`config.mk`:
```
export PLATFORM = sky130hd
export DESIGN_NAME = bus_arbiter
export DESIGN_NICKNAME = d
export VERILOG_FILES = /design/src/source/video_pkg.sv /design/src/source/bus_arbiter.sv
export SDC_FILE = /design/constraint.sdc
export NUM_CORES = 1
export LEC_CHECK = 0
export BUFFER_PORTS_ARGS = -buffer_cell sky130_fd_sc_hd__buf_2
export CAP_MARGIN = 25
export CORE_UTILIZATION = 23
export DETAILED_ROUTE_END_ITERATION = 8
export PLACE_DENSITY_LB_ADDON = 0.2
export SYNTH_ARGS = -nofsm -noshare
export SYNTH_HDL_FRONTEND = slang
export SYNTH_SLANG_ARGS = --single-unit
```
`constraint.sdc`:
```
create_clock -name clk_display -period 1.05 [get_ports clk_display]
set_clock_uncertainty 0.15 [all_clocks]
set_input_delay 0.0525 -clock clk_display [delete_from_list [all_inputs] [get_ports clk_display]]
set_output_delay 0.0525 -clock clk_display [all_outputs]
set_load 0.01 [all_outputs]
```
`src/source/video_pkg.sv`:
```
package video_pkg;

    // Color depth of one channel on the VGA pins
    localparam int COLOR_W = 4;

    // Raster counters cover totals up to 4095
    localparam int CNT_W = 12;

    typedef struct packed {
        logic [COLOR_W-1:0] red;
        logic [COLOR_W-1:0] green;
        logic [COLOR_W-1:0] blue;
    } pixel_t;

    // 640x480 at 60 Hz
    localparam int DEF_H_ACTIVE = 640;
    localparam int DEF_H_FRONT  = 16;
    localparam int DEF_H_SYNC   = 96;
    localparam int DEF_H_BACK   = 48;
    localparam int DEF_V_ACTIVE = 480;
    localparam int DEF_V_FRONT  = 10;
    localparam int DEF_V_SYNC   = 2;
    localparam int DEF_V_BACK   = 33;
    localparam bit DEF_SYNC_POL = 1'b0;

    // Stored image shown at 4x
    localparam int DEF_BUF_WIDTH  = 160;
    localparam int DEF_BUF_HEIGHT = 120;
    localparam int DEF_SCALE      = 4;

endpackage

```
`src/source/bus_arbiter.sv`:
```
`timescale 1ns/1ps

module bus_arbiter import video_pkg::*; #(
    parameter int ADDR_W = $clog2(DEF_BUF_WIDTH * DEF_BUF_HEIGHT)
) (
    input  logic              clk_display,
    input  logic              rstn_display,
    input  logic              write_hold,
    input  logic              wb_cyc,
    input  logic              wb_stb,
    input  logic              wb_we,
    input  logic [ADDR_W-1:0] wb_adr,
    input  pixel_t            wb_dat_w,
    output pixel_t            wb_dat_r,
    output logic              wb_ack,
    input  logic              fill_cyc,
    input  logic              fill_stb,
    input  logic [ADDR_W-1:0] fill_adr,
    input  pixel_t            fill_dat_w,
    output logic              fill_ack,
    input  pixel_t            mem_dat_r,
    input  logic              mem_ack,
    output logic              mem_stb,
    output logic              mem_we,
    output logic [ADDR_W-1:0] mem_adr,
    output pixel_t            mem_dat_w
);
    logic gnt_host;
    logic gnt_fill;
    logic last_fill;
    logic nxt_host;
    logic nxt_fill;
    logic host_req;
    logic fill_req;

    assign host_req = wb_cyc && wb_stb;
    assign fill_req = fill_cyc && fill_stb;

    //////////////////////////////
    // Grant
    //////////////////////////////

    always_comb begin
        nxt_host = gnt_host && wb_cyc;
        nxt_fill = gnt_fill && fill_cyc;
        if (!nxt_host && !nxt_fill) begin
            // On a tie the master served last steps aside
            if (host_req && (!fill_req || last_fill)) begin
                nxt_host = 1'b1;
            end else if (fill_req) begin
                nxt_fill = 1'b1;
            end
        end
    end

    always_ff @(posedge clk_display or negedge rstn_display) begin
        if (!rstn_display) begin
            gnt_host  <= 1'b0;
            gnt_fill  <= 1'b0;
            last_fill <= 1'b0;
        end else begin
            gnt_host <= nxt_host;
            gnt_fill <= nxt_fill;
            if (nxt_host || nxt_fill) begin
                last_fill <= nxt_fill;
            end
        end
    end

    //////////////////////////////
    // Request mux
    //////////////////////////////

    // Held writes wait here, reads go through
    assign mem_stb   = gnt_host ? (wb_stb && !(wb_we && write_hold))
                                : (gnt_fill && fill_stb && !write_hold);
    assign mem_we    = gnt_fill || wb_we;
    assign mem_adr   = gnt_fill ? fill_adr : wb_adr;
    assign mem_dat_w = gnt_fill ? fill_dat_w : wb_dat_w;

    assign wb_dat_r  = mem_dat_r;
    assign wb_ack    = gnt_host && mem_ack;
    assign fill_ack  = gnt_fill && mem_ack;

    assert property (@(posedge clk_display) disable iff (!rstn_display)
        !(gnt_host && gnt_fill));

endmodule

```
==> impl_metrics.env <==
export IMPL_drt_iter0_drc=5
export IMPL_ys_warn_count=0
export IMPL_coreArea_um2=2500
export IMPL_grt_pass1_vias=735
export IMPL_ys_ff_latch=3
export IMPL_grt_pass1_wl_um=2970
export IMPL_area_delta_synth_final_pct=153
export IMPL_timing_final_crit_share_pct=146
export IMPL_syn_nets=139
export IMPL_violations="hold timing, setup timing"
export IMPL_timing_final_ws_setup_ns=-0.484
export IMPL_wirelength_um=2450
export IMPL_port_buffers=93
export IMPL_drc=0
export IMPL_worst_slew_pin_slew_ns=0.241
export IMPL_finalSetupTns_ns=-14.83
export IMPL_clk_pin_slew_ns=0.04
export IMPL_cts_sinks=3
export IMPL_finalHoldViolCount=1
export IMPL_fin_hold_ws_ns=-0.0185
export IMPL_power_density_nw_per_um2=766
export IMPL_crit_path_start_kind="register"
export IMPL_slew_viol_final=0
export IMPL_start_util_pct=24.6
export IMPL_end_kind="output port"
export IMPL_cts_tree="done"
export IMPL_p_leak_nw=0.790
export IMPL_finalSetupViolCount=34
export IMPL_yosysUniqueCellTypes=17
export IMPL_peakVddDrop_uv=473
export IMPL_track_usage_pct=14.2
export IMPL_clk_latency_ns=0.23
export IMPL_num_vias=906
export IMPL_numCtsBuffers=3
export IMPL_path_max_fanout=5
export IMPL_synth_area_per_cell_um2=9.60
export IMPL_drtAntennaViolNets=0
export IMPL_post_route_util_pct=62.1
export IMPL_hold_path_class="in -> reg"
export IMPL_layout_drive_gt1_share_pct=81.9
export IMPL_status="finished, violations left"
export IMPL_diodes=0
export IMPL_ys_seq_area_share_pct=12.2
export IMPL_htreeDepth=1
export IMPL_setup_worst_path_class="reg -> out"
export IMPL_cts_buffer_depth=2
export IMPL_globalplace_congestion=0.674
export IMPL_drtPass1Iterations=3
export IMPL_top_level_ports=118
export IMPL_die_area_um2=2880
export IMPL_maxCapViolations=0
export IMPL_post_drt_wl_per_cell_um=12.2
export IMPL_fillers=202
export IMPL_syn_area_um2=614
export IMPL_grt_antenna_before_repair=0
export IMPL_crit_required_ns=0.85
export IMPL_power_total_mw=1.19
export IMPL_fmax_mhz=652
export IMPL_dieWidth_um=53.7
export IMPL_period_needed_ns=1.53
export IMPL_nets=247
export IMPL_crit_arrival_ns=1.33
export IMPL_via_per_inst=4.51
export IMPL_dieHeight_um=53.7
export IMPL_rsz0062_at_grt="true"
export IMPL_rows=18
export IMPL_slew_limit_headroom_pct=83.9
export IMPL_synthCells=64
export IMPL_grt_overflow_total=0
export IMPL_dp_hpwl_um=1650
export IMPL_grt_max_degree=11
export IMPL_root_buffer="clkbuf_4"
[final cells by class]
| cell class | count | area, um2 | share of cell area [%] |
|---|---|---|---|
| Sequential cell | 3 | 76.3 | 4.92 |
| Multi-Input combinational cell | 43 | 433 | 27.9 |
| Clock buffer | 4 | 26.3 | 1.69 |
| Tap cell | 30 | 37.5 | 2.42 |
| Timing Repair Buffer | 119 | 972 | 62.6 |
| Inverter | 2 | 7.51 | 0.483 |
[critical path, stage by stage (launching register included)]
cell,delay [ns]
dfrtp_2,0.41
buf_12,0.15
clkbuf_16,0.15
mux2_2,0.28
buf_6,0.12
[sequential cells by signal (all words and copies together) (netlist names)]
name and flops:
gnt_host 1, last_fill 1, gnt_fill 1
[power by group]
part | switching (mW) | internal (mW)
registers | 0.0107 | 0.131
clock network | 0.0560 | 0.142
logic | 0.299 | 0.551
total | 0.365 | 0.824
[Yosys cell counts]
master     n  area (um2)
a21o_1     1        7.51
nand3_1    1        5.00
nor2_1     1        3.75
o22ai_1    1        6.26
and2_1     2        12.5
inv_1      2        7.51
mux2_2    27         304
nand3b_1   1        7.51
buf_6      4        45.0
or2_2      1        6.26
a31oi_1    2        12.5
o21ai_0    3        15.0
nor3b_1    1        7.51
a21oi_1    1        5.00
nand2_1    1        3.75
dfrtp_1    3        75.1
buf_4     12        90.1
[per-stage QoR]
step	std cells	worst slack (ns)	hold WS, ns	instance area, um2
after floorplan	64	-0.0776	-0.393	624
after global placement	174	-0.233	-0.300	1040
after detailed placement	174	-0.251	-0.297	1040
after CTS	199	-0.509	-0.0255	1450
after global routing	201	-0.520	0.000996	1550
final	201	-0.484	-0.0185	1550
[kinds of logic after synthesis]
| group | synth area share (%) |
|---|---|
| buffers and inverters | 23.2 |
| AOI/OAI and AO/OA | 7.53 |
| and+or+nand+nor | 7.53 |
| DFF | 12.2 |
| muxes | 49.5 |
[placed cells by master (no fill, tap or decap)]
cell type      count
mux2_4             2
inv_1              2
clkbuf_1           1
nand2_1            1
buf_2             66
a21o_1             1
buf_12             3
clkbuf_16          1
nor3b_4            1
o21ai_2            1
nand3b_1           1
o22ai_2            1
clkbuf_4           3
buf_4              2
a31oi_1            2
mux2_2            25
o21ai_0            1
nand3_1            1
buf_6             29
a21oi_1            1
and2_4             2
nor2_1             1
dfrtp_1            2
dlygate4sd3_1     16
or2_4              1
buf_16             2
dfrtp_2            1
o21ai_1            1
[path summary, 6_finish.rpt]
path	start	to	slack (ns)	cells past startpoint
setup / recovery	gnt_fill	mem_adr[2]	-0.48	4
hold / removal	wb_cyc	gnt_host	-0.02	3
setup reg to reg	gnt_fill	last_fill	-0.34	5
hold reg to reg	last_fill	last_fill	0.42	2
max in group asynchronous	rstn_display	gnt_fill	0.09	3
min in group asynchronous	rstn_display	last_fill	0.54	3
[repair_timing]
item / CTS / global route
gates resized for setup: 24 / 15
hold buffers: 16 / 1
pin swaps: 5 / 0
gates cloned: 2 / 1
setup endpoints to repair: 34 / 35
setup buffers: 3 / 1
endpoints found under the hold margin: 17 / 2
[per-layer routing]
metal	up-vias	global-route usage (%)	wire length (um)
met2	70	27.8	1400
met5	-	0	0
met3	0	1.41	278
met1	405	14.7	768
li1	431	-	-
met4	0	6.58	0
(Power assumes the default switching activity.)
