`config.mk`:
```
export PLATFORM = sky130hd
export DESIGN_NAME = video_timing
export DESIGN_NICKNAME = d
export VERILOG_FILES = /design/src/source/video_pkg.sv /design/src/source/video_timing.sv
export SDC_FILE = /design/constraint.sdc
export NUM_CORES = 1
export LEC_CHECK = 0
export BUFFER_PORTS_ARGS = -buffer_cell sky130_fd_sc_hd__buf_2
export CAP_MARGIN = 20
export CORE_MARGIN = 1.5
export CORE_UTILIZATION = 47
export DETAILED_ROUTE_END_ITERATION = 6
export PLACE_DENSITY = 0.76
export SLEW_MARGIN = 20
export SYNTH_ARGS = -nofsm -noshare
export SYNTH_HDL_FRONTEND = slang
export SYNTH_SLANG_ARGS = --single-unit
```
`constraint.sdc`:
```
create_clock -name clk_display -period 2.4 [get_ports clk_display]
set_clock_uncertainty 0.15 [all_clocks]
set_input_delay 0.24 -clock clk_display [delete_from_list [all_inputs] [get_ports clk_display]]
set_output_delay 0.24 -clock clk_display [all_outputs]
set_load 0.02 [all_outputs]
```
`src/source/video_pkg.sv`:
```
package video_pkg;

    // Color depth of one channel on the VGA pins
    localparam int COLOR_W = 4;

    // Raster counters cover totals up to 4095
    localparam int CNT_W = 12;

    typedef struct packed {
        logic [COLOR_W-1:0] red;
        logic [COLOR_W-1:0] green;
        logic [COLOR_W-1:0] blue;
    } pixel_t;

    // 640x480 at 60 Hz
    localparam int DEF_H_ACTIVE = 640;
    localparam int DEF_H_FRONT  = 16;
    localparam int DEF_H_SYNC   = 96;
    localparam int DEF_H_BACK   = 48;
    localparam int DEF_V_ACTIVE = 480;
    localparam int DEF_V_FRONT  = 10;
    localparam int DEF_V_SYNC   = 2;
    localparam int DEF_V_BACK   = 33;
    localparam bit DEF_SYNC_POL = 1'b0;

    // Stored image shown at 4x
    localparam int DEF_BUF_WIDTH  = 160;
    localparam int DEF_BUF_HEIGHT = 120;
    localparam int DEF_SCALE      = 4;

endpackage

```
`src/source/video_timing.sv`:
```
`timescale 1ns/1ps

module video_timing import video_pkg::*; #(
    parameter int H_ACTIVE = DEF_H_ACTIVE,
    parameter int H_FRONT  = DEF_H_FRONT,
    parameter int H_SYNC   = DEF_H_SYNC,
    parameter int H_BACK   = DEF_H_BACK,
    parameter int V_ACTIVE = DEF_V_ACTIVE,
    parameter int V_FRONT  = DEF_V_FRONT,
    parameter int V_SYNC   = DEF_V_SYNC,
    parameter int V_BACK   = DEF_V_BACK,
    parameter bit SYNC_POL = DEF_SYNC_POL
) (
    input  logic             clk_display,
    input  logic             rstn_display,
    output logic [CNT_W-1:0] h_count,
    output logic [CNT_W-1:0] v_count,
    output logic             active,
    output logic             hsync_raw,
    output logic             vsync_raw,
    output logic             vblank_start
);
    localparam int H_TOTAL      = H_ACTIVE + H_FRONT + H_SYNC + H_BACK;
    localparam int V_TOTAL      = V_ACTIVE + V_FRONT + V_SYNC + V_BACK;
    localparam int H_SYNC_START = H_ACTIVE + H_FRONT;
    localparam int V_SYNC_START = V_ACTIVE + V_FRONT;

    logic h_in_sync;
    logic v_in_sync;

    always_ff @(posedge clk_display or negedge rstn_display) begin
        if (!rstn_display) begin
            h_count <= '0;
            v_count <= '0;
        end else if (h_count == CNT_W'(H_TOTAL - 1)) begin
            h_count <= '0;
            if (v_count == CNT_W'(V_TOTAL - 1)) begin
                v_count <= '0;
            end else begin
                v_count <= v_count + 1'b1;
            end
        end else begin
            h_count <= h_count + 1'b1;
        end
    end

    assign active    = (h_count < H_ACTIVE) && (v_count < V_ACTIVE);
    assign h_in_sync = (h_count >= H_SYNC_START) && (h_count < H_SYNC_START + H_SYNC);
    assign v_in_sync = (v_count >= V_SYNC_START) && (v_count < V_SYNC_START + V_SYNC);

    // Sync leaves here already at line polarity
    assign hsync_raw = h_in_sync ? SYNC_POL : !SYNC_POL;
    assign vsync_raw = v_in_sync ? SYNC_POL : !SYNC_POL;

    // First cycle of the first blanking line
    assign vblank_start = (h_count == '0) && (v_count == CNT_W'(V_ACTIVE));

    assert property (@(posedge clk_display) disable iff (!rstn_display)
        h_count < H_TOTAL);

endmodule

```
==> impl_metrics.yaml, run 1 <==
grt:
  antenna_found_initial: 0
  grt_pass1_wl_mm: 4.86
  grt_pass1_vias: 1014
  grt_usage: 0.225
  grt_overflow: 0
  grt_max_degree: 25
synthesis:
  syn_area_um2: 1270
  synthFlopType: "dfrtp_1"
  syn_avg_cell_area_um2: 9.76
  synthCells: 130
  ys_seq_area_frac: 0.473
  yosysUniqueCellTypes: 32
  synth_async_sr_flop_share: 1.00
  synth_edf_count: 0
  syn_nets: 136
  ys_ff_latch: 24
  yosys_warnings: 0
drt:
  avgRoutedWirePerCell_um: 15.1
  vias_per_cell: 5.71
  drt_iter0_markers: 26
  vias: 1124
  drtAntennaViolNets: 0
  drc: 0
  drtPass1Iterations: 4
  totalWireLength_mm: 2.97
cts:
  path_clk_slew_ps: 140
  cts_tree: "built"
  numClockSinks: 24
  numCtsBuffers: 3
  cts-root-buf: "clkbuf_4"
  insertion_delay_ps: 320
  clock_path_buffers: 2
  htreeDepth: 1
placement:
  io_buffers: 29
  dp.cells: 192
  post-place-ws_ps: 132
  place_congestion: 0.862
  hpwl_mm: 2.15
critical_path:
  path_cells: "or4_4, or4_4, buf_4, nor3_1, xor2_1"
  critical_path_class: "register to register"
  startpoint: "h_count[7]"
  r2r-start: "h_count[7]"
  endpoint_kind: "register"
  critPathSlowestCell: "or4_4"
  cp.required_ps: 2500
  crit_arrival_ps: 2380
  cpPeakStageDelay_ps: 570
  reg2regPathDepth: 5
  path_common_cell: "or4_4"
  path_max_fanout: 6
  cp-start-kind: "register"
sta:
  max_slew_margin: 0.619
  fin_hold_ws_ps: 272
  maxSlewViolCount: 0
  worstMarginPinSlew_ps: 567
  timing.fmax_mhz: 438
  layout_setup_ws_ps: 115
  fin_crit_sh: 0.952
  setup_viol: 0
  min_period_ps: 2290
  hold_viol: 0
die:
  die_x_um: 55.0
  die_area_um2: 3020
  ios: 30
  die_height_um: 55.0
  initial_core_util: 0.503
  fp.coreArea_um2: 2520
  rows: 18
job:
  maxCapViolCount: 0
cells_and_area:
  final_common_cell: "buf_2"
  layout_common_cells: "buf_2 (29), dfrtp_1 (19), nor2_1 (13), nand3_1 (12)"
  final_nets: 174
  diodes: 0
  synthToLayoutAreaGrowth_pct: 23.6
  drive_above_1_share: 0.323
  instances_no_fill: 197
min_path:
  holdCritPathClass: "primary input to asynchronous set/reset pin"
power_and_ir_drop:
  p_leak_nw: 0.797
  ir_drop_uv: 366
  power_density_nw_per_um2: 403
  p_total_mw: 0.633
run_status:
  status: "finished, final reports clean"
critical path, delay by kind of cell (launching register included):
kind / cells / cell delay (ps)
DFF: 1 / 470
and+or+nand+nor: 3 / 1250
xor gates and xnor gates: 1 / 180
buffers and inverters: 1 / 170
flip-flops by register name (all words and copies together) (netlist names):
name and count:
h_count 12, v_count 12
power breakdown:
group          internal [mW]  switching, mW
registers              0.404              0
clock network         0.0928          0.126
logic                0.00164        0.00792
total                  0.499          0.134
worst paths after layout:
kind / to / slack [ps]
min: v_count[5] / 270
min in group clk_display: v_count[8] / 380
min reg2reg: v_count[8] / 380
max in group asynchronous: h_count[7] / 1430
max reg2reg: v_count[6] / 110
max: v_count[6] / 110
metal layers:
layer | up-vias | wire length (µm) | GRT usage
met5 | - | 0 | 0
met4 | 0 | 49 | 0.0854
met3 | 7 | 126 | 0.0403
met2 | 27 | 1360 | 0.327
met1 | 553 | 1440 | 0.333
li1 | 537 | - | -
layout make-up:
class | instances | area [µm²]
clock buffer | 4 | 36.3
multi-input combinational | 95 | 649
sequential | 24 | 607
inverter | 6 | 22.5
fill | 229 | 955
timing repair buffer | 38 | 215
tap | 30 | 37.5
cell usage after synthesis, types with 3 or more instances:
cell type,count,area [µm²]
xor2_1,7,61.3
dfrtp_1,24,601
xnor2_1,8,70.1
clkbuf_1,4,15.0
and4_1,3,26.3
ha_1,4,50.1
nor3_1,6,30.0
nor2_1,13,48.8
nand2_1,8,30.0
nor4_1,3,18.8
inv_1,6,22.5
nand4_1,7,43.8
nand3_1,12,60.1
per-stage QoR:
stage	utilization	cell area (µm²)	TNS [ps]
2_1_floorplan	-	1280	0
3_3_place_gp	0.594	1500	0
3_5_place_dp	0.594	1500	0
4_1_cts	0.615	1550	0
5_1_grt	0.622	1570	-13.3
6_report	0.622	1570	0
timing repair:
item	CTS	global route
buffers inserted	0	0
pin swaps	0	1
endpoints found under the setup margin	1	1
gates cloned	0	0
hold buffers	1	0
resized for setup	1	5
endpoints found under the hold margin	24	0
cells by family after synthesis:
group                      after synthesis  share of synthesized area
DFF                                     24                      0.473
AOI/OAI and AO/OA                       10                     0.0513
and+or+nand+nor                         64                      0.282
buffers and inverters                   11                     0.0335
muxes                                    2                     0.0168
adders and majority gates                4                     0.0394
xor gates and xnor gates                15                      0.104
(Power assumes the default switching activity.)
==> run 2: changes to the inputs <==
==> constraint.sdc (replaced) <==
create_clock -name clk_display -period 2.4 [get_ports clk_display]
set_clock_uncertainty 0.15 [all_clocks]
set_input_delay 0.36 -clock clk_display [delete_from_list [all_inputs] [get_ports clk_display]]
set_output_delay 0.36 -clock clk_display [all_outputs]
set_load 0.02 [all_outputs]
==> run 2 against run 1 <==
Compared with the run above:
- sequential share of layout area shrank 1.5 points
- non-clock buffer count increased by 5
- highest routed layer unchanged
- critical path type is now register to output port
- maximum frequency decreased by 1.9%
- combinational power fell by 0.5%
- critical endpoint is now vblank_start
- final cell count up 2.5%
- register-to-register slack about the same
- routed wire length increased by 4.2%
- power increased by 12%
- hold slack gained 110 ps
- clock-buffer cell count is 1 lower
- sequential power about the same
==> impl_metrics.yaml, run 2 (synthesized netlist as in run 1, its figures left out) <==
power_and_ir_drop:
  power_switching_share: 0.189
  sequentialPowerShare: 0.570
  p_total_mw: 0.709
  p_leak_nw: 0.830
  p_sw_mw: 0.134
  intPower_mw: 0.575
  ir_drop_uv: 403
  pwr-share-comb: 0.013
  power_density_nw_per_um2: 435
  p_clk_frac: 0.416
placement:
  io_buffers: 29
  place_congestion: 0.852
  hpwl_mm: 2.16
  dp.cells: 192
critical_path:
  r2r-start: "h_count[5]"
  reg2regPathDepth: 4
  crit_arrival_ps: 1820
  endpoint_kind: "output port"
  path_cells: "or4_4, nor4_2, buf_4"
  endpoint: "vblank_start"
  cpPeakStageDelay_ps: 560
  startpoint: "h_count[5]"
  cp.required_ps: 1890
  cp-start-kind: "register"
  critPathSlowestCell: "or4_4"
  reg2reg_slack_ps: 110
  path_max_fanout: 7
  critical_path_class: "register to output port"
  reg2reg_to: "v_count[3]"
die:
  die_x_um: 55.0
  die_area_um2: 3020
  rows: 18
  initial_core_util: 0.503
  die_height_um: 55.0
  fp.coreArea_um2: 2520
  ios: 30
drt:
  wl_met3_um: 175
  vias: 1159
  totalWireLength_mm: 3.10
  vias_per_cell: 5.74
  dr_wl_met2_mm: 1.52
  wl_met1_mm: 1.37
  drc: 0
  drtPass1Iterations: 4
  avgRoutedWirePerCell_um: 15.3
  drt_iter0_markers: 27
  drtAntennaViolNets: 0
  top_layer: "met4"
sta:
  maxSlewViolCount: 0
  worstMarginPinSlew_ps: 621
  timing.fmax_mhz: 429
  hold_viol: 0
  setup_tns_ps: 0
  fin_crit_sh: 0.971
  min_period_ps: 2330
  max_slew_margin: 0.583
  setup_viol: 0
cells_and_area:
  final_nets: 179
  top_regs: "h_count (12), v_count (12)"
  drive_above_1_share: 0.343
  instances_no_fill: 202
  final_common_cell: "buf_2"
  diodes: 0
  synthToLayoutAreaGrowth_pct: 28.4
  finish.utilization: 0.646
  layout_common_cells: "buf_2 (28), dfrtp_1 (20), buf_4 (14), nor2_1 (13), nand3_1 (12)"
cts:
  htreeDepth: 1
  insertion_delay_ps: 320
  cts_tree: "built"
  clock_path_buffers: 2
  cts-root-buf: "clkbuf_4"
  path_clk_slew_ps: 140
  numClockSinks: 24
  numCtsBuffers: 3
grt:
  grt_pass1_vias: 1029
  grt_usage: 0.218
  grt_overflow: 0
  grt_max_degree: 25
  grt_pass1_wl_mm: 4.75
  antenna_found_initial: 0
run_status:
  status: "finished, final reports clean"
job:
  maxCapViolCount: 0
min_path:
  holdCritPathClass: "primary input to asynchronous set/reset pin"
-- run 2: worst min path at each step --
stage,depth (start not counted),slack (ps),end,start
finish,2,390,v_count[8],rstn_display
global route,1,400,v_count[8],v_count[8]
CTS,1,390,h_count[0],h_count[0]
detailed placement,1,220,v_count[7],rstn_display
global placement,1,210,v_count[7],rstn_display
floorplan,0,-90,h_count[0],rstn_display
-- run 2: power by group through the flow --
stage | registers (mW) | clock network, mW | logic (mW)
final | 0.404 | 0.295 | 0.00951
after global routing | 0.405 | 0.321 | 0.0112
after CTS | 0.404 | 0.301 | 0.0102
after detailed placement | 0.412 | 0 | 0.00884
after global placement | 0.412 | 0 | 0.00854
after floorplan | 0.412 | 0 | 0.000000274
-- run 2: area by class of cell --
class | instances | area, µm²
Inverter | 6 | 22.5
Sequential cell | 24 | 606
Clock inverter | 1 | 30.0
Fill cell | 220 | 893
Timing Repair Buffer | 43 | 255
Tap cell | 30 | 37.5
Clock buffer | 3 | 22.5
Multi-Input combinational cell | 95 | 656
-- run 2: stage by stage --
step | instance area [µm²] | setup WS, ps | hold WS (ps)
after floorplan | 1280 | 19.8 | -85.6
after CTS | 1590 | 10.9 | 389
after detailed placement | 1500 | 148 | 223
final | 1630 | 69.8 | 386
after global placement | 1500 | 179 | 215
after global routing | 1630 | -33.4 | 397
-- run 2: layer usage --
metal	vias up	global-route usage
met4	0	0.0813
met2	42	0.345
met1	566	0.297
met3	4	0.0403
li1	547	-
met5	-	0
-- run 2: critical path, delay by kind of cell, from the launching register on --
| kind | cells | cell delay, ps |
|---|---|---|
| flops | 1 | 480 |
| buf+inv | 1 | 190 |
| simple gates | 2 | 840 |
-- run 2: timing repair --
action | 4_1_cts | 5_1_grt
pin swaps | 0 | 2
gates resized for setup | 5 | 2
endpoints found under the setup margin | 1 | 1
hold buffers | 1 | 0
hold endpoints to repair | 24 | 0
buffers inserted | 0 | 5
