--- config.mk ---
export PLATFORM = sky130hd
export DESIGN_NAME = fill_engine
export DESIGN_NICKNAME = d
export VERILOG_FILES = /design/src/source/video_pkg.sv /design/src/source/fill_engine.sv
export SDC_FILE = /design/constraint.sdc
export NUM_CORES = 1
export LEC_CHECK = 0
export ABC_CLOCK_PERIOD_IN_PS = 1730
export BUFFER_PORTS_ARGS = -buffer_cell sky130_fd_sc_hd__buf_2
export CORE_MARGIN = 1
export CORE_UTILIZATION = 44
export CTS_CLUSTER_SIZE = 14
export DETAILED_ROUTE_END_ITERATION = 6
export PLACE_DENSITY = 0.82
export SYNTH_ARGS = -nofsm -noshare
export SYNTH_HDL_FRONTEND = slang
export SYNTH_SLANG_ARGS = --single-unit
--- constraint.sdc ---
create_clock -name clk_display -period 1.73 [get_ports clk_display]
set_input_delay 0.173 -clock clk_display [delete_from_list [all_inputs] [get_ports clk_display]]
set_output_delay 0.173 -clock clk_display [all_outputs]
set_load 0.1 [all_outputs]
--- src/source/video_pkg.sv ---
package video_pkg;

    // Color depth of one channel on the VGA pins
    localparam int COLOR_W = 4;

    // Raster counters cover totals up to 4095
    localparam int CNT_W = 12;

    typedef struct packed {
        logic [COLOR_W-1:0] red;
        logic [COLOR_W-1:0] green;
        logic [COLOR_W-1:0] blue;
    } pixel_t;

    // 640x480 at 60 Hz
    localparam int DEF_H_ACTIVE = 640;
    localparam int DEF_H_FRONT  = 16;
    localparam int DEF_H_SYNC   = 96;
    localparam int DEF_H_BACK   = 48;
    localparam int DEF_V_ACTIVE = 480;
    localparam int DEF_V_FRONT  = 10;
    localparam int DEF_V_SYNC   = 2;
    localparam int DEF_V_BACK   = 33;
    localparam bit DEF_SYNC_POL = 1'b0;

    // Stored image shown at 4x
    localparam int DEF_BUF_WIDTH  = 160;
    localparam int DEF_BUF_HEIGHT = 120;
    localparam int DEF_SCALE      = 4;

endpackage

--- src/source/fill_engine.sv ---
`timescale 1ns/1ps

module fill_engine import video_pkg::*; #(
    parameter int BUF_WIDTH  = DEF_BUF_WIDTH,
    parameter int BUF_HEIGHT = DEF_BUF_HEIGHT,
    parameter int ADDR_W     = $clog2(DEF_BUF_WIDTH * DEF_BUF_HEIGHT)
) (
    input  logic              clk_display,
    input  logic              rstn_display,
    input  logic              fill_start,
    input  pixel_t            fill_color,
    input  logic              fill_ack,
    output logic              fill_cyc,
    output logic              fill_stb,
    output logic [ADDR_W-1:0] fill_adr,
    output pixel_t            fill_dat_w,
    output logic              fill_busy,
    output logic              fill_done
);
    localparam int LAST_ADR = BUF_WIDTH * BUF_HEIGHT - 1;

    logic req;

    assign fill_cyc = req;
    assign fill_stb = req;

    // Color stays fixed for the whole pass
    always_ff @(posedge clk_display) begin
        if (fill_start && !fill_busy) begin
            fill_dat_w <= fill_color;
        end
    end

    always_ff @(posedge clk_display or negedge rstn_display) begin
        if (!rstn_display) begin
            fill_busy <= 1'b0;
            fill_done <= 1'b0;
            req       <= 1'b0;
            fill_adr  <= '0;
        end else begin
            fill_done <= 1'b0;
            if (!fill_busy) begin
                if (fill_start) begin
                    fill_busy <= 1'b1;
                    req       <= 1'b1;
                    fill_adr  <= '0;
                end
            end else if (req) begin
                if (fill_ack) begin
                    req <= 1'b0;
                    if (fill_adr == ADDR_W'(LAST_ADR)) begin
                        fill_busy <= 1'b0;
                        fill_done <= 1'b1;
                    end else begin
                        fill_adr <= fill_adr + 1'b1;
                    end
                end
            end else begin
                // cyc drops for a cycle so the host can win the bus
                req <= 1'b1;
            end
        end
    end

endmodule

==> implementation parameters, run 1 <==
Parameter                              Value

Finish
  Commonest non-fill, non-tap cell in the layout    buf_2
  Finished layout cell area    about 2000 µm²
  Fraction of final layout cells sized beyond drive strength 1    0.477
  Area growth syn-to-layout    42.0%
  ANT cells    0
  Count of non-filler cells in the finished layout    between 200 and 250
  Leading cell types in the layout, fill and taps excluded    46 x buf_2, 16 x nand2_1, 15 x buf_4
  Final Net Count    about 210

Floorplanning
  IO Count    47
  Initial core utilization    0.462
  FP Rows    20
  Overall die height    58.4 µm
  Die area    roughly 3400 µm²
  Placeable core region    3030 µm²
  Overall die width    about 58 µm

Pwr
  Areal power density over the cells    1590 nW/µm²
  Peak VDD IR    0.987 mV
  Total power draw    about 3.2 mW
  Leakage power total    around 0.9 nW

Logic synthesis
  Number of storage elements in the synthesis netlist    30
  Cell area after synthesis    roughly 1400 µm²
  Net count of the mapped netlist    139
  Yosys warns    0
  Sequential cell area fraction in the yosys report    0.580
  Syn avg cell area    roughly 11 µm²
  Unique masters post-synth    34
  Cell count after synthesis    roughly 120

Worst setup path
  Critical path buffers and inverters    1
  Reg-to-reg slack, setup    ~0.037 ns
  Number of logic stages on the critical path including buffering    6
  Critical-path top delay cell    dfrtp_4
  Worst reg2reg startpoint    fill_adr[0]
  Critical Path AT    between 1.5 and 2 ns
  CP Cell Sequence    ha_4, and4_4, nand4_1, buf_6, a21oi_4, a211o_1
  Crit path capture type    register
  Critical path data required time    a little under 2 ns
  Crit Path Max Fanout    7
  Kind of start point of the critical path    register
  End of the worst register-to-register path    fill_adr[6]
  R2R depth    6
  Max incr delay on CP    0.50 ns
  Worst Path Class, Setup    reg -> reg
  Critical path's top delay family    flip-flops

Status
  Outcome    finished, final reports clean

Global route
  Number of antenna violations at the first check in global routing    0
  Largest net degree at the start of global routing    19
  Total congestion overflow    0
  Wire length of the first global-routing pass    slightly above 5000 µm
  Gr usage total    0.207
  Number of global-route vias before repair    roughly 1200

STA
  RSZ-0062 raised after global routing    true
  Final setup violation count    0
  Highest clock frequency the design can meet    591 MHz
  Period utilisation layout    0.979
  Fin. Hold Viols    0
  Worst clock skew    ~0.0017 ns
  Final-report max-slew violation count    0
  Relative slew margins    0.671
  Worst slack on hold paths    0.00976 ns
  Worst-Margin Slew    a little under 0.5 ns
  Tmin final    approximately 1.7 ns

Place
  Final RePlAce weighted congestion    0.879
  DP Wirelength    between 2000 and 2500 µm
  Placed instance area    approximately 1800 µm²
  Number of buffers inserted by port buffering    46
  Number of cells after detailed placement    220

Min path
  Cells on Worst Hold Path    1
  Class of the worst hold path    in -> reg
  Hold Crit Endpoint    fill_dat_w[9]
  Min-delay src    fill_color[9]

Clocking
  Cell chosen for the clock root    clkbuf_4
  Reg clk slew, reported paths    0.09 ns
  Worst-Skew Late Latency    approximately 0.33 ns
  CTS max path bufs    2
  Number of buffers created by CTS    5
  Number of clock sinks seen by CTS    30
  Depth of the CTS H-tree    2
  Clock tree from TritonCTS    built

Drt
  Number of vias per cell    around 5.5
  Final Routed Wirelength    roughly 3500 µm
  Detailed Route Iter0 Violations    44
  Pre-antenna DRT Iters    4
  DRC Markers    0
  Detail Route Antenna Nets    0
  Routed wire per std cell    ~15 µm
  Total vias in the final route    between 1000 and 1500

Run
  Max capacitance violation total    0
==> worst max path at each step <==
stage,startpoint,end
finish,fill_adr[0],fill_adr[6]
global route,fill_adr[0],fill_adr[4]
CTS,fill_adr[1],fill_adr[4]
detailed placement,fill_adr[1],fill_adr[6]
global placement,fill_adr[1],fill_adr[11]
floorplan,fill_adr[1],fill_adr[3]
==> routing by layer <==
layer	global-route usage	routed length (µm)	up-vias
li1	-	-	606
met1	0.256	1380	625
met3	0.0615	272	9
met5	0	0	-
met2	0.338	1750	65
met4	0.0884	69	0
==> logic make-up (layout without fill, tap and decap cells) <==
group / count (synthesis) / in the layout / share of synthesized area
AOI/OAI and AO/OA: 18 / 18 / 0.0948
adders and majority gates: 1 / 1 / 0.00894
buffers and inverters: 8 / 81 / 0.0313
DFF: 30 / 30 / 0.580
muxes: 6 / 6 / 0.0429
and+or+nand+nor: 59 / 59 / 0.242
==> registers in the layout, summed over array words and instances (netlist names) <==
register    flops
fill_busy       1
fill_adr       15
fill_cyc        1
fill_dat_w     12
fill_done       1
==> metrics by stage <==
stage / utilization / TNS [ns] / worst slack [ns]
after detailed placement: 0.599 / -0.269 / -0.0502
after global routing: 0.656 / -0.191 / -0.0382
after floorplan: - / -0.494 / -0.158
final: 0.656 / 0 / 0.0370
after CTS: 0.636 / 0 / 0.00795
after global placement: 0.599 / 0 / 0.0165
==> repair_timing <==
action | in CTS | in global routing
pin swaps | 0 | 5
setup buffers | 0 | 1
gates resized for setup | 1 | 1
hold buffers | 5 | 5
endpoints found under the hold margin | 22 | 5
setup endpoints to repair | 7 | 7
==> where the power goes <==
part | internal (mW) | switching [mW]
registers | 0.890 | 0.133
clock network | 0.151 | 0.249
logic | 0.460 | 1.28
total | 1.50 | 1.66
==> Yosys cell counts <==
| master | number | area share |
|---|---|---|
| dfrtp_1 | 18 | 0.32 |
| and3_1 | 5 | 0.022 |
| nor2b_1 | 1 | 0.0045 |
| clkbuf_1 | 3 | 0.0080 |
| a21oi_1 | 4 | 0.014 |
| nor4_1 | 3 | 0.013 |
| buf_4 | 1 | 0.0054 |
| a41oi_1 | 1 | 0.0063 |
| mux2i_1 | 6 | 0.043 |
| nand3_2 | 1 | 0.0072 |
| nor4b_1 | 1 | 0.0063 |
| nor3_1 | 5 | 0.018 |
| nor3b_1 | 2 | 0.011 |
| o311a_1 | 2 | 0.014 |
| and2_1 | 2 | 0.0089 |
| buf_6 | 1 | 0.0080 |
| and4_1 | 2 | 0.013 |
| buf_2 | 2 | 0.0072 |
| nand3_1 | 5 | 0.018 |
| o21ai_0 | 2 | 0.0072 |
| nor2_1 | 5 | 0.013 |
| and4bb_1 | 1 | 0.0089 |
| a31oi_1 | 2 | 0.0089 |
| and4b_1 | 2 | 0.014 |
| and3_2 | 1 | 0.0054 |
| nand4_1 | 4 | 0.018 |
| nand3b_1 | 1 | 0.0054 |
| nand2b_1 | 1 | 0.0045 |
| edfxtp_1 | 12 | 0.26 |
| and4_4 | 1 | 0.0080 |
| a211o_1 | 7 | 0.044 |
| nand2_1 | 16 | 0.043 |
| ha_1 | 1 | 0.0089 |
| inv_1 | 1 | 0.0027 |
==> final cells by class <==
class | count | area, µm²
sequential | 30 | 842
fill | 237 | 1040
clock buffer | 5 | 37.5
clock inverter | 3 | 16.3
tap | 44 | 55.1
inverter | 1 | 3.75
multi-input combinational | 84 | 578
timing repair buffer | 72 | 454
No activity file was read; power rests on OpenSTA's default activity.
==> inputs of run 2 (changes only) <==
CELL_PAD_IN_SITES_DETAIL_PLACEMENT = 0   (was unset)
CELL_PAD_IN_SITES_GLOBAL_PLACEMENT = 1   (was unset)
CORE_UTILIZATION = 34   (was 44)
==> run 2 against run 1 <==
  * Hold slack better by 0.054 ns
  * Die area increased by 28%
  * Utilization down 14 points
  * Register-to-register slack worse by 0.04 ns
  * Flip-flop and latch count did not move
  * Sequential share of layout area grew 0.27 points
  * Combinational power about the same
  * Critical path depth up 1
  * Maximum frequency shrank 2.0%
  * Clock power is 35% higher
  * Routed wire length up 2.9%
  * Largest power group unchanged
  * Highest routed layer unchanged
==> implementation parameters, run 2 (synthesis gave the netlist of run 1 again) <==
Parameter                              Value

Floorplanning
  Overall die height    66.1 µm
  FP Rows    22
  Placeable core region    roughly 3800 µm²
  IO Count    47
  Initial core utilization    0.368
  Die area    roughly 4400 µm²
  Overall die width    around 66 µm

Finish
  Leading cell types in the layout, fill and taps excluded    46 x buf_2, 22 x buf_4, 16 x nand2_1
  Final Core Density    0.520
  Number of filler cells placed in the layout    around 340
  Register containing the most flip-flops in the final layout    fill_adr
  ANT cells    0
  Area growth syn-to-layout    41.1%
  Max reg flops    15
  Final Net Count    208
  Largest registers ranked by flip-flop count    fill_adr x15, fill_dat_w x12
  Commonest non-fill, non-tap cell in the layout    buf_2
  Fraction of final layout cells sized beyond drive strength 1    0.516

Worst setup path
  Crit path capture type    register
  Max incr delay on CP    0.49 ns
  Worst path most repeated cell    buf_4
  Reg-to-reg slack, setup    0.002 ns
  Worst Path Class, Setup    reg -> reg
  Critical path data required time    between 1.5 and 2 ns
  Critical Path AT    roughly 1.9 ns
  Kind of start point of the critical path    register
  Origin of the worst setup path    fill_adr[1]
  CP Cell Sequence    ha_4, and4_4, nand4_1, buf_4, buf_4, a31oi_1, a211o_1
  Crit Path Max Fanout    5
  Worst reg2reg startpoint    fill_adr[1]
  End of the worst register-to-register path    fill_adr[4]
  Critical Path Sink    fill_adr[4]
  R2R depth    7
  Critical-path top delay cell    dfrtp_4

Pwr
  Comb power frac    0.525
  Flop pwr share    0.313
  Peak VDD IR    0.916 mV
  Internal power    roughly 1.6 mW
  Areal power density over the cells    between 1500 and 2000 nW/µm²
  Net switching share of the total power    0.506
  Clk pwr share    0.163
  Switching Power    approximately 1.7 mW
  Leakage power total    between 0.9 and 1 nW

Global route
  Gr usage total    0.173
  Number of global-route vias before repair    between 1000 and 1500
  Total congestion overflow    0
  Number of antenna violations at the first check in global routing    0
  Wire length of the first global-routing pass    approximately 5500 µm
  Largest net degree at the start of global routing    19

Min path
  Class of the worst hold path    in -> reg
  Min-delay src    fill_color[5]

Clocking
  Clock tree from TritonCTS    built
  Cell chosen for the clock root    clkbuf_8
  Depth of the CTS H-tree    2
  Number of clock sinks seen by CTS    30
  CTS max path bufs    2
  Number of buffers created by CTS    5
  Reg clk slew, reported paths    roughly 0.07 ns
  Worst-Skew Late Latency    between 0.2 and 0.3 ns

STA
  Tmin final    1.73 ns
  Final-report max-slew violation count    0
  Fin. Hold Viols    0
  Highest clock frequency the design can meet    between 500 and 600 MHz
  Final setup violation count    0
  Worst-Margin Slew    a little under 0.5 ns
  Relative slew margins    0.674
  Crit path setup slack, layout    approximately 0.0019 ns
  Period utilisation layout    0.999
  Worst clock skew    slightly below 0.008 ns

Drt
  Routed wire per std cell    14.9 µm
  Final Routed Wirelength    3570 µm
  Number of vias per cell    roughly 5.3
  Detail Route Antenna Nets    0
  Total vias in the final route    about 1300
  Pre-antenna DRT Iters    4
  Detailed Route Iter0 Violations    64
  DRC Markers    0

Place
  Final RePlAce weighted congestion    0.788
  DP Wirelength    2540 µm
  Setup WS pre-CTS    about 0.045 ns
  Number of buffers inserted by port buffering    46

Run
  Max capacitance violation total    0

Status
  Outcome    finished, final reports clean
[run 2: cell count changes in the layout (fill, tap and decap cells not counted)]
cell           before  now
clkbuf_8            0    5
dlygate4sd3_1      10    1
clkbuf_4            5    0
buf_6               1    0
buf_4              15   22
[run 2: power by group through the flow]
stage | registers, mW | clock network, mW | logic (mW)
2_1_floorplan | 1.90 | 0 | 0.436
5_1_grt | 1.05 | 0.583 | 1.83
3_3_place_gp | 1.03 | 0 | 1.68
3_5_place_dp | 1.04 | 0 | 1.70
4_1_cts | 1.03 | 0.550 | 1.70
6_report | 1.03 | 0.539 | 1.73
[run 2: how the worst min path moves through the flow]
| stage | cells past startpoint | endpoint | slack (ns) |
|---|---|---|---|
| after global routing | 1 | fill_dat_w[4] | 0.06 |
| after CTS | 1 | fill_dat_w[4] | 0.06 |
| final | 1 | fill_dat_w[5] | 0.06 |
| after floorplan | 0 | fill_adr[10] | -0.12 |
| after detailed placement | 1 | fill_adr[2] | 0.14 |
| after global placement | 1 | fill_adr[2] | 0.14 |
[run 2: final cells by class]
| class | instances | area [µm²] | share of cell area |
|---|---|---|---|
| multi-input combinational | 84 | 578 | 0.293 |
| inverter | 1 | 3.75 | 0.00190 |
| sequential | 30 | 842 | 0.426 |
| timing repair buffer | 69 | 405 | 0.205 |
| tap | 48 | 60.1 | 0.0304 |
| clock inverter | 3 | 16.3 | 0.00824 |
| clock buffer | 5 | 68.8 | 0.0349 |
[run 2: through the flow]
stage | cell area (µm²) | total power [mW] | cells | hold WS, ns | setup TNS, ns
2_1_floorplan | 1460 | 2.33 | 122 | -0.123 | -0.494
3_3_place_gp | 1830 | 2.72 | 226 | 0.138 | 0
3_5_place_dp | 1830 | 2.74 | 226 | 0.136 | 0
4_1_cts | 1930 | 3.28 | 235 | 0.0613 | 0
5_1_grt | 1970 | 3.46 | 240 | 0.0555 | -0.0492
6_report | 1970 | 3.31 | 240 | 0.0642 | 0
[run 2: worst max-delay path, delay by kind of cell, from the launching register on]
| kind | cells | cell delay [ns] |
|---|---|---|
| AOI/OAI and AO/OA | 2 | 0.34 |
| adders and majority gates | 1 | 0.17 |
| buffers and inverters | 2 | 0.25 |
| DFF | 1 | 0.49 |
| and+or+nand+nor | 2 | 0.36 |
[run 2: metal layers]
layer,wire length [µm],GRT usage
met5,0,0
met4,57,0.0878
met1,1630,0.220
met2,1700,0.270
met3,174,0.0448
[run 2: what timing repair did]
action | CTS | global route
gates resized for setup | 0 | 1
hold endpoints to repair | 18 | 0
hold buffers | 1 | 0
setup buffers | 0 | 5
setup endpoints to repair | 0 | 8
