File: config.mk
export PLATFORM = sky130hd
export DESIGN_NAME = pixel_scanout
export DESIGN_NICKNAME = d
export VERILOG_FILES = /design/src/source/video_pkg.sv /design/src/source/pixel_scanout.sv
export SDC_FILE = /design/constraint.sdc
export NUM_CORES = 1
export LEC_CHECK = 0
export BUFFER_PORTS_ARGS = -buffer_cell sky130_fd_sc_hd__buf_2
export CAP_MARGIN = 20
export CORE_MARGIN = 4
export CORE_UTILIZATION = 35
export CTS_BUF_LIST = sky130_fd_sc_hd__clkbuf_16
export CTS_CLUSTER_SIZE = 12
export DETAILED_ROUTE_END_ITERATION = 12
export GPL_TIMING_DRIVEN = 0
export PLACE_DENSITY = 0.7
export SYNTH_ARGS = -nofsm -noshare
export SYNTH_HDL_FRONTEND = slang
export SYNTH_SLANG_ARGS = --single-unit
File: constraint.sdc
create_clock -name clk_display -period 1.6 [get_ports clk_display]
set_input_delay 0 -clock clk_display [delete_from_list [all_inputs] [get_ports clk_display]]
set_output_delay 0 -clock clk_display [all_outputs]
set_load 0.05 [all_outputs]
File: src/source/video_pkg.sv
package video_pkg;

    // Color depth of one channel on the VGA pins
    localparam int COLOR_W = 4;

    // Raster counters cover totals up to 4095
    localparam int CNT_W = 12;

    typedef struct packed {
        logic [COLOR_W-1:0] red;
        logic [COLOR_W-1:0] green;
        logic [COLOR_W-1:0] blue;
    } pixel_t;

    // 640x480 at 60 Hz
    localparam int DEF_H_ACTIVE = 640;
    localparam int DEF_H_FRONT  = 16;
    localparam int DEF_H_SYNC   = 96;
    localparam int DEF_H_BACK   = 48;
    localparam int DEF_V_ACTIVE = 480;
    localparam int DEF_V_FRONT  = 10;
    localparam int DEF_V_SYNC   = 2;
    localparam int DEF_V_BACK   = 33;
    localparam bit DEF_SYNC_POL = 1'b0;

    // Stored image shown at 4x
    localparam int DEF_BUF_WIDTH  = 160;
    localparam int DEF_BUF_HEIGHT = 120;
    localparam int DEF_SCALE      = 4;

endpackage

File: src/source/pixel_scanout.sv
`timescale 1ns/1ps

module pixel_scanout import video_pkg::*; #(
    parameter bit SYNC_POL   = DEF_SYNC_POL,
    parameter int BUF_WIDTH  = DEF_BUF_WIDTH,
    parameter int BUF_HEIGHT = DEF_BUF_HEIGHT,
    parameter int SCALE      = DEF_SCALE,
    parameter int ADDR_W     = $clog2(DEF_BUF_WIDTH * DEF_BUF_HEIGHT)
) (
    input  logic               clk_display,
    input  logic               rstn_display,
    input  logic [CNT_W-1:0]   h_count,
    input  logic [CNT_W-1:0]   v_count,
    input  logic               active,
    input  logic               hsync_raw,
    input  logic               vsync_raw,
    input  pixel_t             scan_dat,
    output logic [ADDR_W-1:0]  scan_adr,
    output logic [COLOR_W-1:0] vga_red,
    output logic [COLOR_W-1:0] vga_green,
    output logic [COLOR_W-1:0] vga_blue,
    output logic               vga_hsync,
    output logic               vga_vsync,
    output logic               video_de
);
    localparam int DISP_W = BUF_WIDTH * SCALE;
    localparam int DISP_H = BUF_HEIGHT * SCALE;
    localparam int SUB_W  = $clog2(SCALE + 1);
    localparam int X_W    = $clog2(BUF_WIDTH + 1);

    logic [SUB_W-1:0]  sub_x;
    logic [SUB_W-1:0]  sub_y;
    logic [X_W-1:0]    buf_x;
    logic [ADDR_W-1:0] row_base;
    logic              de_d1;
    logic              hsync_d1;
    logic              vsync_d1;

    // Buffer coordinate steps once every SCALE screen pixels
    always_ff @(posedge clk_display or negedge rstn_display) begin
        if (!rstn_display) begin
            sub_x    <= '0;
            buf_x    <= '0;
            sub_y    <= '0;
            row_base <= '0;
        end else begin
            if (h_count >= DISP_W) begin
                sub_x <= '0;
                buf_x <= '0;
            end else if (sub_x == SUB_W'(SCALE - 1)) begin
                sub_x <= '0;
                buf_x <= buf_x + 1'b1;
            end else begin
                sub_x <= sub_x + 1'b1;
            end

            // Row base moves at the last visible pixel of each line
            if (v_count >= DISP_H) begin
                sub_y    <= '0;
                row_base <= '0;
            end else if (h_count == CNT_W'(DISP_W - 1)) begin
                if (sub_y == SUB_W'(SCALE - 1)) begin
                    sub_y    <= '0;
                    row_base <= row_base + ADDR_W'(BUF_WIDTH);
                end else begin
                    sub_y <= sub_y + 1'b1;
                end
            end
        end
    end

    assign scan_adr = row_base + ADDR_W'(buf_x);

    // Stage 1 covers the RAM read, stage 2 drives the pins
    always_ff @(posedge clk_display or negedge rstn_display) begin
        if (!rstn_display) begin
            de_d1     <= 1'b0;
            hsync_d1  <= !SYNC_POL;
            vsync_d1  <= !SYNC_POL;
            video_de  <= 1'b0;
            vga_hsync <= !SYNC_POL;
            vga_vsync <= !SYNC_POL;
            vga_red   <= '0;
            vga_green <= '0;
            vga_blue  <= '0;
        end else begin
            de_d1     <= active;
            hsync_d1  <= hsync_raw;
            vsync_d1  <= vsync_raw;
            video_de  <= de_d1;
            vga_hsync <= hsync_d1;
            vga_vsync <= vsync_d1;
            vga_red   <= de_d1 ? scan_dat.red   : '0;
            vga_green <= de_d1 ? scan_dat.green : '0;
            vga_blue  <= de_d1 ? scan_dat.blue  : '0;
        end
    end

endmodule

==> impl_metrics.env, run 1 <==
export IMPL_outcome="complete, but fails checks"
export IMPL_violations="negative setup slack"
export IMPL_hold_depth=3
export IMPL_multiInputGateArea_um2=1080
export IMPL_wl_met2_um=2220
export IMPL_tightest_slew_ps=907
export IMPL_p_leak_nw=1.48
export IMPL_finalNetCount=332
export IMPL_track_usage_pct=14.1
export IMPL_hp_class="in -> reg"
export IMPL_grt_ovfl_total=0
export IMPL_critical_path_buf_inv_count=1
export IMPL_start_kind="flop"
export IMPL_fin_skew_ps=2.54
export IMPL_slowest_delay_ps=500
export IMPL_die_w_um=82.2
export IMPL_path_depth=5
export IMPL_grt_first_pass_wirelength_um=7360
export IMPL_htree_levels=2
export IMPL_avgSynthCellArea_um2=10.8
export IMPL_viasPerCell=4.75
export IMPL_syn_to_final_growth_pct=63.2
export IMPL_final_min_clock_period_ps=1910
export IMPL_antenna_found_initial=0
export IMPL_core_um2=5200
export IMPL_synth_area_um2=1920
export IMPL_relSlewSlack_pct=39.5
export IMPL_wire_per_inst_um=12.8
export IMPL_numCtsBuffers=5
export IMPL_place_gp_congestion=0.742
export IMPL_slowest_stage="or4_4"
export IMPL_crit_start="row_base[8]"
export IMPL_hold_worst_slack_ps=55.7
export IMPL_rsz0062_at_grt="yes"
export IMPL_synth_cell_types=31
export IMPL_remaining_drc_errors=0
export IMPL_r2r_end="row_base[12]"
export IMPL_r2r_start="row_base[8]"
export IMPL_placementRows=26
export IMPL_layout_commonest_cell="buf_2"
export IMPL_wl_met1_um=1920
export IMPL_r2r_slack_ps=-310
export IMPL_finalSetupViolations=18
export IMPL_reg2reg_depth=5
export IMPL_initial_core_util_pct=37.0
export IMPL_async_flop_share_pct=100
export IMPL_num_antenna_cells=0
export IMPL_drt_iter0_drc=68
export IMPL_n_fill_cell=433
export IMPL_cts_tree="done"
export IMPL_ys_ff_latch=42
export IMPL_ys_seq_area_share_pct=54.9
export IMPL_cp_required_ps=1790
export IMPL_firstDrtPassIters=4
export IMPL_grt_pass1_vias=1703
export IMPL_finish_utilization_pct=60.3
export IMPL_worstSetupEndpointType="flop"
export IMPL_fmax_mhz=524
export IMPL_grt_max_degree=43
export IMPL_syn_nets=226
export IMPL_vias=1685
export IMPL_finalWirelength_um=4530
export IMPL_clkTransAtPathRegs_ps=60
export IMPL_setup_slack_ps=-307
export IMPL_crit_family="simple AND/OR/NAND/NOR gates"
export IMPL_peakVddDrop_uv=585
export IMPL_maxUsedRoutingLayer="met4"
export IMPL_insertion_delay_ps=270
export IMPL_ys_warn_count=0
export IMPL_power_density_nw_per_um2=722
export IMPL_port_buffers=65
export IMPL_cp_arrival_ps=2100
export IMPL_synth_ff_type="dfrtp_1"
export IMPL_most_common_layout_cells="57 x buf_2, 36 x dfrtp_1, 18 x dlygate4sd3_1, 15 x buf_4, 14 x nor2_1"
export IMPL_crit_path_end="row_base[12]"
export IMPL_period_share_pct=119
export IMPL_clock_path_buffers=2
export IMPL_register_area_um2=1060
export IMPL_synth_edf_count=0
export IMPL_drtAntennaViolNets=0
export IMPL_detailed_place_hpwl_um=2970
export IMPL_die_y_um=82.2
export IMPL_root_buffer="clkbuf_16"
export IMPL_path_class="reg -> reg"
export IMPL_die_area_um2=6750
export IMPL_synth_cells=178
export IMPL_drv_cap=0
export IMPL_wl_met3_um=351
export IMPL_finalMaxSlewViolations=0
export IMPL_hold_viol_final=0
export IMPL_total_power_mw=2.27
export IMPL_path_cells="clkbuf_2 > nand4b_1 > or4_4 > or4_1 > a21oi_1"
export IMPL_pin_count=71
export IMPL_drive_gt1_share_pct=47.4
export IMPL_cts_sinks=42
export IMPL_worst_path_max_fanout=9
[synth_stat cells, types with 2 or more instances]
library cell  count  area share (%)
nor2b_1           3            0.98
dfstp_2           4             5.5
buf_4             2            0.78
ha_1              7             4.6
or4_1             6             2.3
dfrtp_1          38              49
o31ai_1           3             1.2
and3_1            3            0.98
clkbuf_1          8             1.6
nor3_1            2            0.52
nand2_1           8             1.6
and2_1           12             3.9
nand3_1           5             1.3
or3_2             2            0.78
xor2_1            9             4.1
mux2i_1           4             2.1
nor2_1           15             2.9
nand4_1           6             2.0
a21oi_1          11             2.9
o21ai_0          10             2.6
or3_1             3            0.98
xnor2_1           8             3.6
[metrics by stage]
| stage | setup TNS, ps | cell area [um^2] | cells | worst slack, ps |
|---|---|---|---|---|
| after floorplan | -2000 | 2040 | 178 | -217 |
| after global placement | -4720 | 2450 | 313 | -439 |
| after detailed placement | -5070 | 2450 | 313 | -444 |
| after CTS | -4300 | 2970 | 347 | -352 |
| after global routing | -4850 | 3140 | 355 | -368 |
| final | -3700 | 3140 | 355 | -307 |
[power by group]
group / switching (mW) / internal, mW / total, mW
clock network: 0.381 / 0.569 / 0.950
logic: 0.136 / 0.0841 / 0.220
registers: 0.00717 / 1.09 / 1.10
total: 0.524 / 1.74 / 2.27
[tightest hold or removal path: cells and delay by family]
kind	cells	cell delay, ps
buffers and inverters	1	90
AND/OR/NAND/NOR	2	200
[worst min-delay path by stage]
stage                             from  endpoint  slack [ps]
after global placement       hsync_raw  hsync_d1         110
after floorplan           rstn_display  buf_x[0]        -300
after CTS                  h_count[11]  sub_x[1]          50
after global routing       h_count[10]  sub_x[1]          60
after detailed placement     hsync_raw  hsync_d1         110
final                      h_count[11]  sub_x[1]          60
[what timing repair did]
action | 4_1_cts | 5_1_grt
endpoints found under the setup margin | 16 | 17
hold buffers | 18 | 0
pin swaps | 9 | 14
gates resized for setup | 35 | 23
buffers inserted | 8 | 11
endpoints found under the hold margin | 54 | 0
[area by class of cell]
class / count / share of cell area [%]
sequential: 42 / 33.7
clock inverter: 3 / 0.518
timing repair buffer: 102 / 23.2
clock buffer: 5 / 3.98
multi-input combinational: 124 / 34.4
tap: 70 / 2.79
buffer: 9 / 1.35
[cell families after synthesis]
logic type      after synthesis  share of synthesized area (%)
compound gates               24                           6.63
simple gates                 72                           21.3
flops                        42                           54.9
mux                           4                           2.08
fa+ha+maj                     7                           4.55
buf+inv                      12                           2.86
xor+xnor                     17                           7.74
[metal layers]
| metal | up-vias | global-route usage, % |
|---|---|---|
| met5 | - | 0 |
| met4 | 0 | 4.49 |
| met3 | 4 | 4.77 |
| met2 | 55 | 23.5 |
| met1 | 795 | 17.2 |
| li1 | 831 | - |
[flip-flops by register name (all words and copies together) (netlist names), 3 cells and up]
signal and count:
buf_x 8, sub_x 3, vga_red 4, vga_green 4, sub_y 3, row_base 10
vga_blue 4
(Power assumes the default switching activity.)
==> inputs of run 2 (changes only) <==
PLACE_DENSITY = 0.68   (was 0.7)
SLEW_MARGIN = 20   (was unset)
clock period = 2.5 ns   (was 1.6 ns; I/O delays follow)
==> impl_metrics.env, run 2 (same netlist as run 1, synthesis figures left out) <==
export IMPL_outcome="complete, no violations"
export IMPL_top_usage_layer="met2"
export IMPL_drv_cap=0
export IMPL_die_w_um=82.2
export IMPL_vias=1598
export IMPL_track_usage_pct=13.3
export IMPL_clkTransAtPathRegs_ps=50
export IMPL_cp_arrival_ps=2270
export IMPL_pin_count=71
export IMPL_grt_pass1_vias=1570
export IMPL_finalMaxSlewViolations=0
export IMPL_relSlewSlack_pct=40.2
export IMPL_num_antenna_cells=0
export IMPL_cts_sinks=42
export IMPL_power_density_nw_per_um2=542
export IMPL_viasPerCell=4.71
export IMPL_fmax_mhz=440
export IMPL_largest_reg_flops=10
export IMPL_rsz0062_at_grt="no"
export IMPL_drt_iter0_drc=84
export IMPL_htree_levels=2
export IMPL_hold_worst_slack_ps=37.1
export IMPL_antenna_found_initial=0
export IMPL_die_area_um2=6750
export IMPL_path_class="reg -> out"
export IMPL_numCtsBuffers=5
export IMPL_place_area_um2=2340
export IMPL_cts_tree="done"
export IMPL_port_buffers=65
export IMPL_insertion_delay_ps=280
export IMPL_top_regs="row_base (10), buf_x (8)"
export IMPL_finalSetupViolations=0
export IMPL_p_leak_nw=1.29
export IMPL_clock_path_buffers=2
export IMPL_n_fill_cell=487
export IMPL_dpl_cell_count=313
export IMPL_grtUsageMet2_pct=21.2
export IMPL_grt_first_pass_wirelength_um=6870
export IMPL_grt_use_met3_pct=5.97
export IMPL_grt_max_degree=43
export IMPL_place_gp_congestion=0.710
export IMPL_hold_viol_final=0
export IMPL_finalWirelength_um=4070
export IMPL_tns_ps=0
export IMPL_drtAntennaViolNets=0
export IMPL_period_share_pct=90.9
export IMPL_start_kind="flop"
export IMPL_tightest_slew_ps=897
export IMPL_worst_path_max_fanout=7
export IMPL_wire_per_inst_um=12.0
export IMPL_met1_usage_pct=15.9
export IMPL_die_y_um=82.2
export IMPL_hp_class="in -> reg"
export IMPL_syn_to_final_growth_pct=38.0
export IMPL_instances_no_fill=339
export IMPL_finalNetCount=316
export IMPL_final_min_clock_period_ps=2270
export IMPL_most_common_layout_cells="66 x buf_2, 38 x dfrtp_1, 18 x dlygate4sd3_1, 15 x nor2_1, 12 x and2_1"
export IMPL_cp_required_ps=2500
export IMPL_firstDrtPassIters=4
export IMPL_layout_commonest_cell="buf_2"
export IMPL_core_um2=5200
export IMPL_grt_ovfl_total=0
export IMPL_top_register="row_base"
export IMPL_design_area_um2=2660
export IMPL_initial_core_util_pct=37.0
export IMPL_placementRows=26
export IMPL_detailed_place_hpwl_um=2930
export IMPL_root_buffer="clkbuf_16"
export IMPL_remaining_drc_errors=0
export IMPL_peakVddDrop_uv=381
export IMPL_drive_gt1_share_pct=30.9
export IMPL_cts_setup_buffers=0
export IMPL_total_power_mw=1.44
export IMPL_fin_skew_ps=5.02
export IMPL_worstSetupEndpointType="primary output"
[run 2: cell types whose count changed in the layout (fill, tap and decap cells not counted), sizes merged]
| cell | before | now |
|---|---|---|
| buf | 86 | 68 |
| clkbuf | 12 | 14 |
| clkinvlp | 1 | 0 |
| inv | 0 | 1 |
[run 2: layout make-up]
class,instances,area (um^2),share of cell area (%)
clock inverters,3,13.8,0.518
repair buffers,83,505,19.0
flip-flops and latches,42,1060,39.8
well taps,70,87.6,3.30
clock buffers,5,125,4.71
plain buffers,12,55.1,2.07
multi-input cells,124,813,30.6
[run 2: layer usage]
metal  vias to the layer above  part of all wire (%)  wire length (um)
met2                        59                    46              1860
met3                         5                    10               418
met4                         0                   1.1                46
li1                        799                     -                 -
met1                       735                    43              1750
met5                         -                     0                 0
[run 2: critical path, stage by stage, from the launching register on]
cell and delay [ps]:
dfrtp_1 450, ha_1 350, nand3_1 80, o21ai_0 450, nand3_1 210, xnor2_1 170
buf_2 280
[run 2: what timing repair did]
| action | in CTS | in global routing |
|---|---|---|
| endpoints found under the hold margin | 54 | 0 |
| hold buffers | 18 | 0 |
| resized for setup | 0 | 0 |
[run 2: stage by stage]
step,worst slack [ps],utilization [%]
after CTS,199,51.0
after floorplan,313,-
final,227,51.0
after detailed placement,469,44.9
after global routing,52.6,51.0
after global placement,504,44.9
[run 2: power by group]
part           switching, mW  internal, mW
Clock                  0.235         0.362
Sequential           0.00417         0.698
Combinational         0.0865        0.0538
[run 2: final timing paths]
kind	startpoint	cells after the start	slack [ps]	end
max in group asynchronous	rstn_display	2	1550	buf_x[2]
hold / removal	v_count[11]	3	40	row_base[14]
hold reg to reg	hsync_d1	0	350	vga_hsync
min in group asynchronous	rstn_display	2	390	vga_blue[2]
setup / recovery	row_base[7]	6	230	scan_adr[14]
setup reg to reg	sub_y[0]	6	540	row_base[13]
==> inputs of run 3 (changes only) <==
CORE_UTILIZATION = 52   (was 35)
PLACE_DENSITY = 0.92   (was 0.68)
RECOVER_POWER = 50   (was unset)
==> impl_metrics.env, run 3 (same netlist as run 1, synthesis figures left out) <==
export IMPL_grt_max_degree=43
export IMPL_tns_ps=0
export IMPL_peakVddDrop_uv=690
export IMPL_finalMaxSlewViolations=0
export IMPL_largest_reg_flops=10
export IMPL_port_buffers=65
export IMPL_p_leak_nw=1.20
export IMPL_clock_path_buffers=2
export IMPL_relSlewSlack_pct=41.2
export IMPL_cp_arrival_ps=2210
export IMPL_worstSetupEndpointType="primary output"
export IMPL_numCtsBuffers=5
export IMPL_top_regs="row_base (10), buf_x (8)"
export IMPL_syn_to_final_growth_pct=35.9
export IMPL_worst_path_max_fanout=5
export IMPL_tightest_slew_ps=882
export IMPL_rsz0062_at_grt="no"
export IMPL_place_gp_congestion=0.702
export IMPL_hp_class="in -> reg"
export IMPL_power_density_nw_per_um2=611
export IMPL_pin_count=71
export IMPL_initial_core_util_pct=55.9
export IMPL_die_w_um=68.8
export IMPL_fin_skew_ps=4.52
export IMPL_vias=1770
export IMPL_hold_viol_final=0
export IMPL_num_antenna_cells=0
export IMPL_period_share_pct=88.4
export IMPL_drv_cap=0
export IMPL_grt_first_pass_wirelength_um=9570
export IMPL_n_fill_cell=212
export IMPL_finalNetCount=314
export IMPL_finalSetupViolations=0
export IMPL_die_y_um=68.8
export IMPL_finish_utilization_pct=76.0
export IMPL_layout_commonest_cell="buf_2"
export IMPL_placementRows=21
export IMPL_cp_required_ps=2500
export IMPL_outcome="complete, no violations"
export IMPL_top_register="row_base"
export IMPL_drt_iter0_drc=106
export IMPL_clkTransAtPathRegs_ps=60
export IMPL_insertion_delay_ps=290
export IMPL_fmax_mhz=452
export IMPL_htree_levels=2
export IMPL_path_class="reg -> out"
export IMPL_cts_sinks=42
export IMPL_grt_pass1_vias=1866
export IMPL_grt_ovfl_total=0
export IMPL_finalWirelength_um=5870
export IMPL_final_min_clock_period_ps=2210
export IMPL_start_kind="flop"
export IMPL_die_area_um2=4740
export IMPL_detailed_place_hpwl_um=3120
export IMPL_firstDrtPassIters=4
export IMPL_cts_tree="done"
export IMPL_cts_setup_buffers=0
export IMPL_drive_gt1_share_pct=24.7
export IMPL_drtAntennaViolNets=0
export IMPL_most_common_layout_cells="48 x buf_2, 38 x dfrtp_1, 26 x clkbuf_1, 16 x dlygate4sd3_1, 15 x nor2_1"
export IMPL_viasPerCell=5.65
export IMPL_track_usage_pct=28.8
export IMPL_antenna_found_initial=0
export IMPL_remaining_drc_errors=0
export IMPL_root_buffer="clkbuf_16"
export IMPL_core_um2=3440
export IMPL_wire_per_inst_um=18.7
run 3: cell types whose count changed in the layout (fill, tap and decap cells not counted), sizes merged:
| cell | before | now |
|---|---|---|
| clkinvlp | 0 | 2 |
| dlygate4sd3 | 18 | 16 |
| inv | 1 | 0 |
| clkbuf | 14 | 32 |
| buf | 68 | 50 |
| bufinv | 0 | 1 |
| clkinv | 2 | 0 |
run 3: power by group:
part	leakage [nW]	switching [mW]	internal, mW
sequential	0.555	0.00747	0.698
combinational	0.573	0.0940	0.0477
clock	0.0760	0.279	0.471
total	1.20	0.381	1.22
run 3: path summary, 6_finish.rpt:
kind | end | start | slack (ps) | cells past startpoint
min in group asynchronous | vga_blue[2] | rstn_display | 370 | 2
setup / recovery | scan_adr[14] | row_base[6] | 290 | 6
hold / removal | sub_x[1] | h_count[10] | 80 | 3
max in group asynchronous | buf_x[7] | rstn_display | 1590 | 2
hold reg to reg | vga_hsync | hsync_d1 | 360 | 0
setup reg to reg | row_base[14] | sub_y[0] | 450 | 6
run 3: cell type report:
cell class / instances / area, um^2 / share of cell area [%]
Clock buffer: 5 / 125 / 4.78
Timing Repair Buffer: 81 / 463 / 17.7
Tap cell: 46 / 57.6 / 2.20
Sequential cell: 42 / 1060 / 40.4
Multi-Input combinational cell: 124 / 813 / 31.1
Clock inverter: 3 / 45.0 / 1.72
Buffer: 12 / 55.1 / 2.11
run 3: critical path, cell delays in order, from the launching register on:
cell,delay [ps]
dfrtp_1,430
ha_1,350
a21oi_1,130
o21ai_1,390
nand3_1,160
xnor2_1,170
buf_2,290
run 3: through the flow:
stage / cell area [um^2] / power (mW) / std cells / hold slack (ps) / setup slack, ps
after floorplan: 1920 / 0.776 / 178 / -296 / 313
after CTS: 2640 / 1.58 / 313 / 15.3 / 105
after detailed placement: 2310 / 0.836 / 289 / 106 / 455
final: 2620 / 1.60 / 313 / 76.1 / 289
after global routing: 2620 / 1.64 / 313 / 101 / 168
after global placement: 2310 / 0.831 / 289 / 105 / 503
run 3: timing repair:
action,4_1_cts,5_1_grt
setup endpoints to repair,0,2
gates resized for setup,0,1
endpoints found under the hold margin,53,0
hold buffers,16,0
run 3: per-layer routing:
metal  vias up  track usage (%)  share of wire [%]
met1       841             31.7                 37
met2       112             48.2                 49
li1        794                -                  -
met5         -                0                  0
met4         0             14.4                4.4
met3        23             11.5                 10
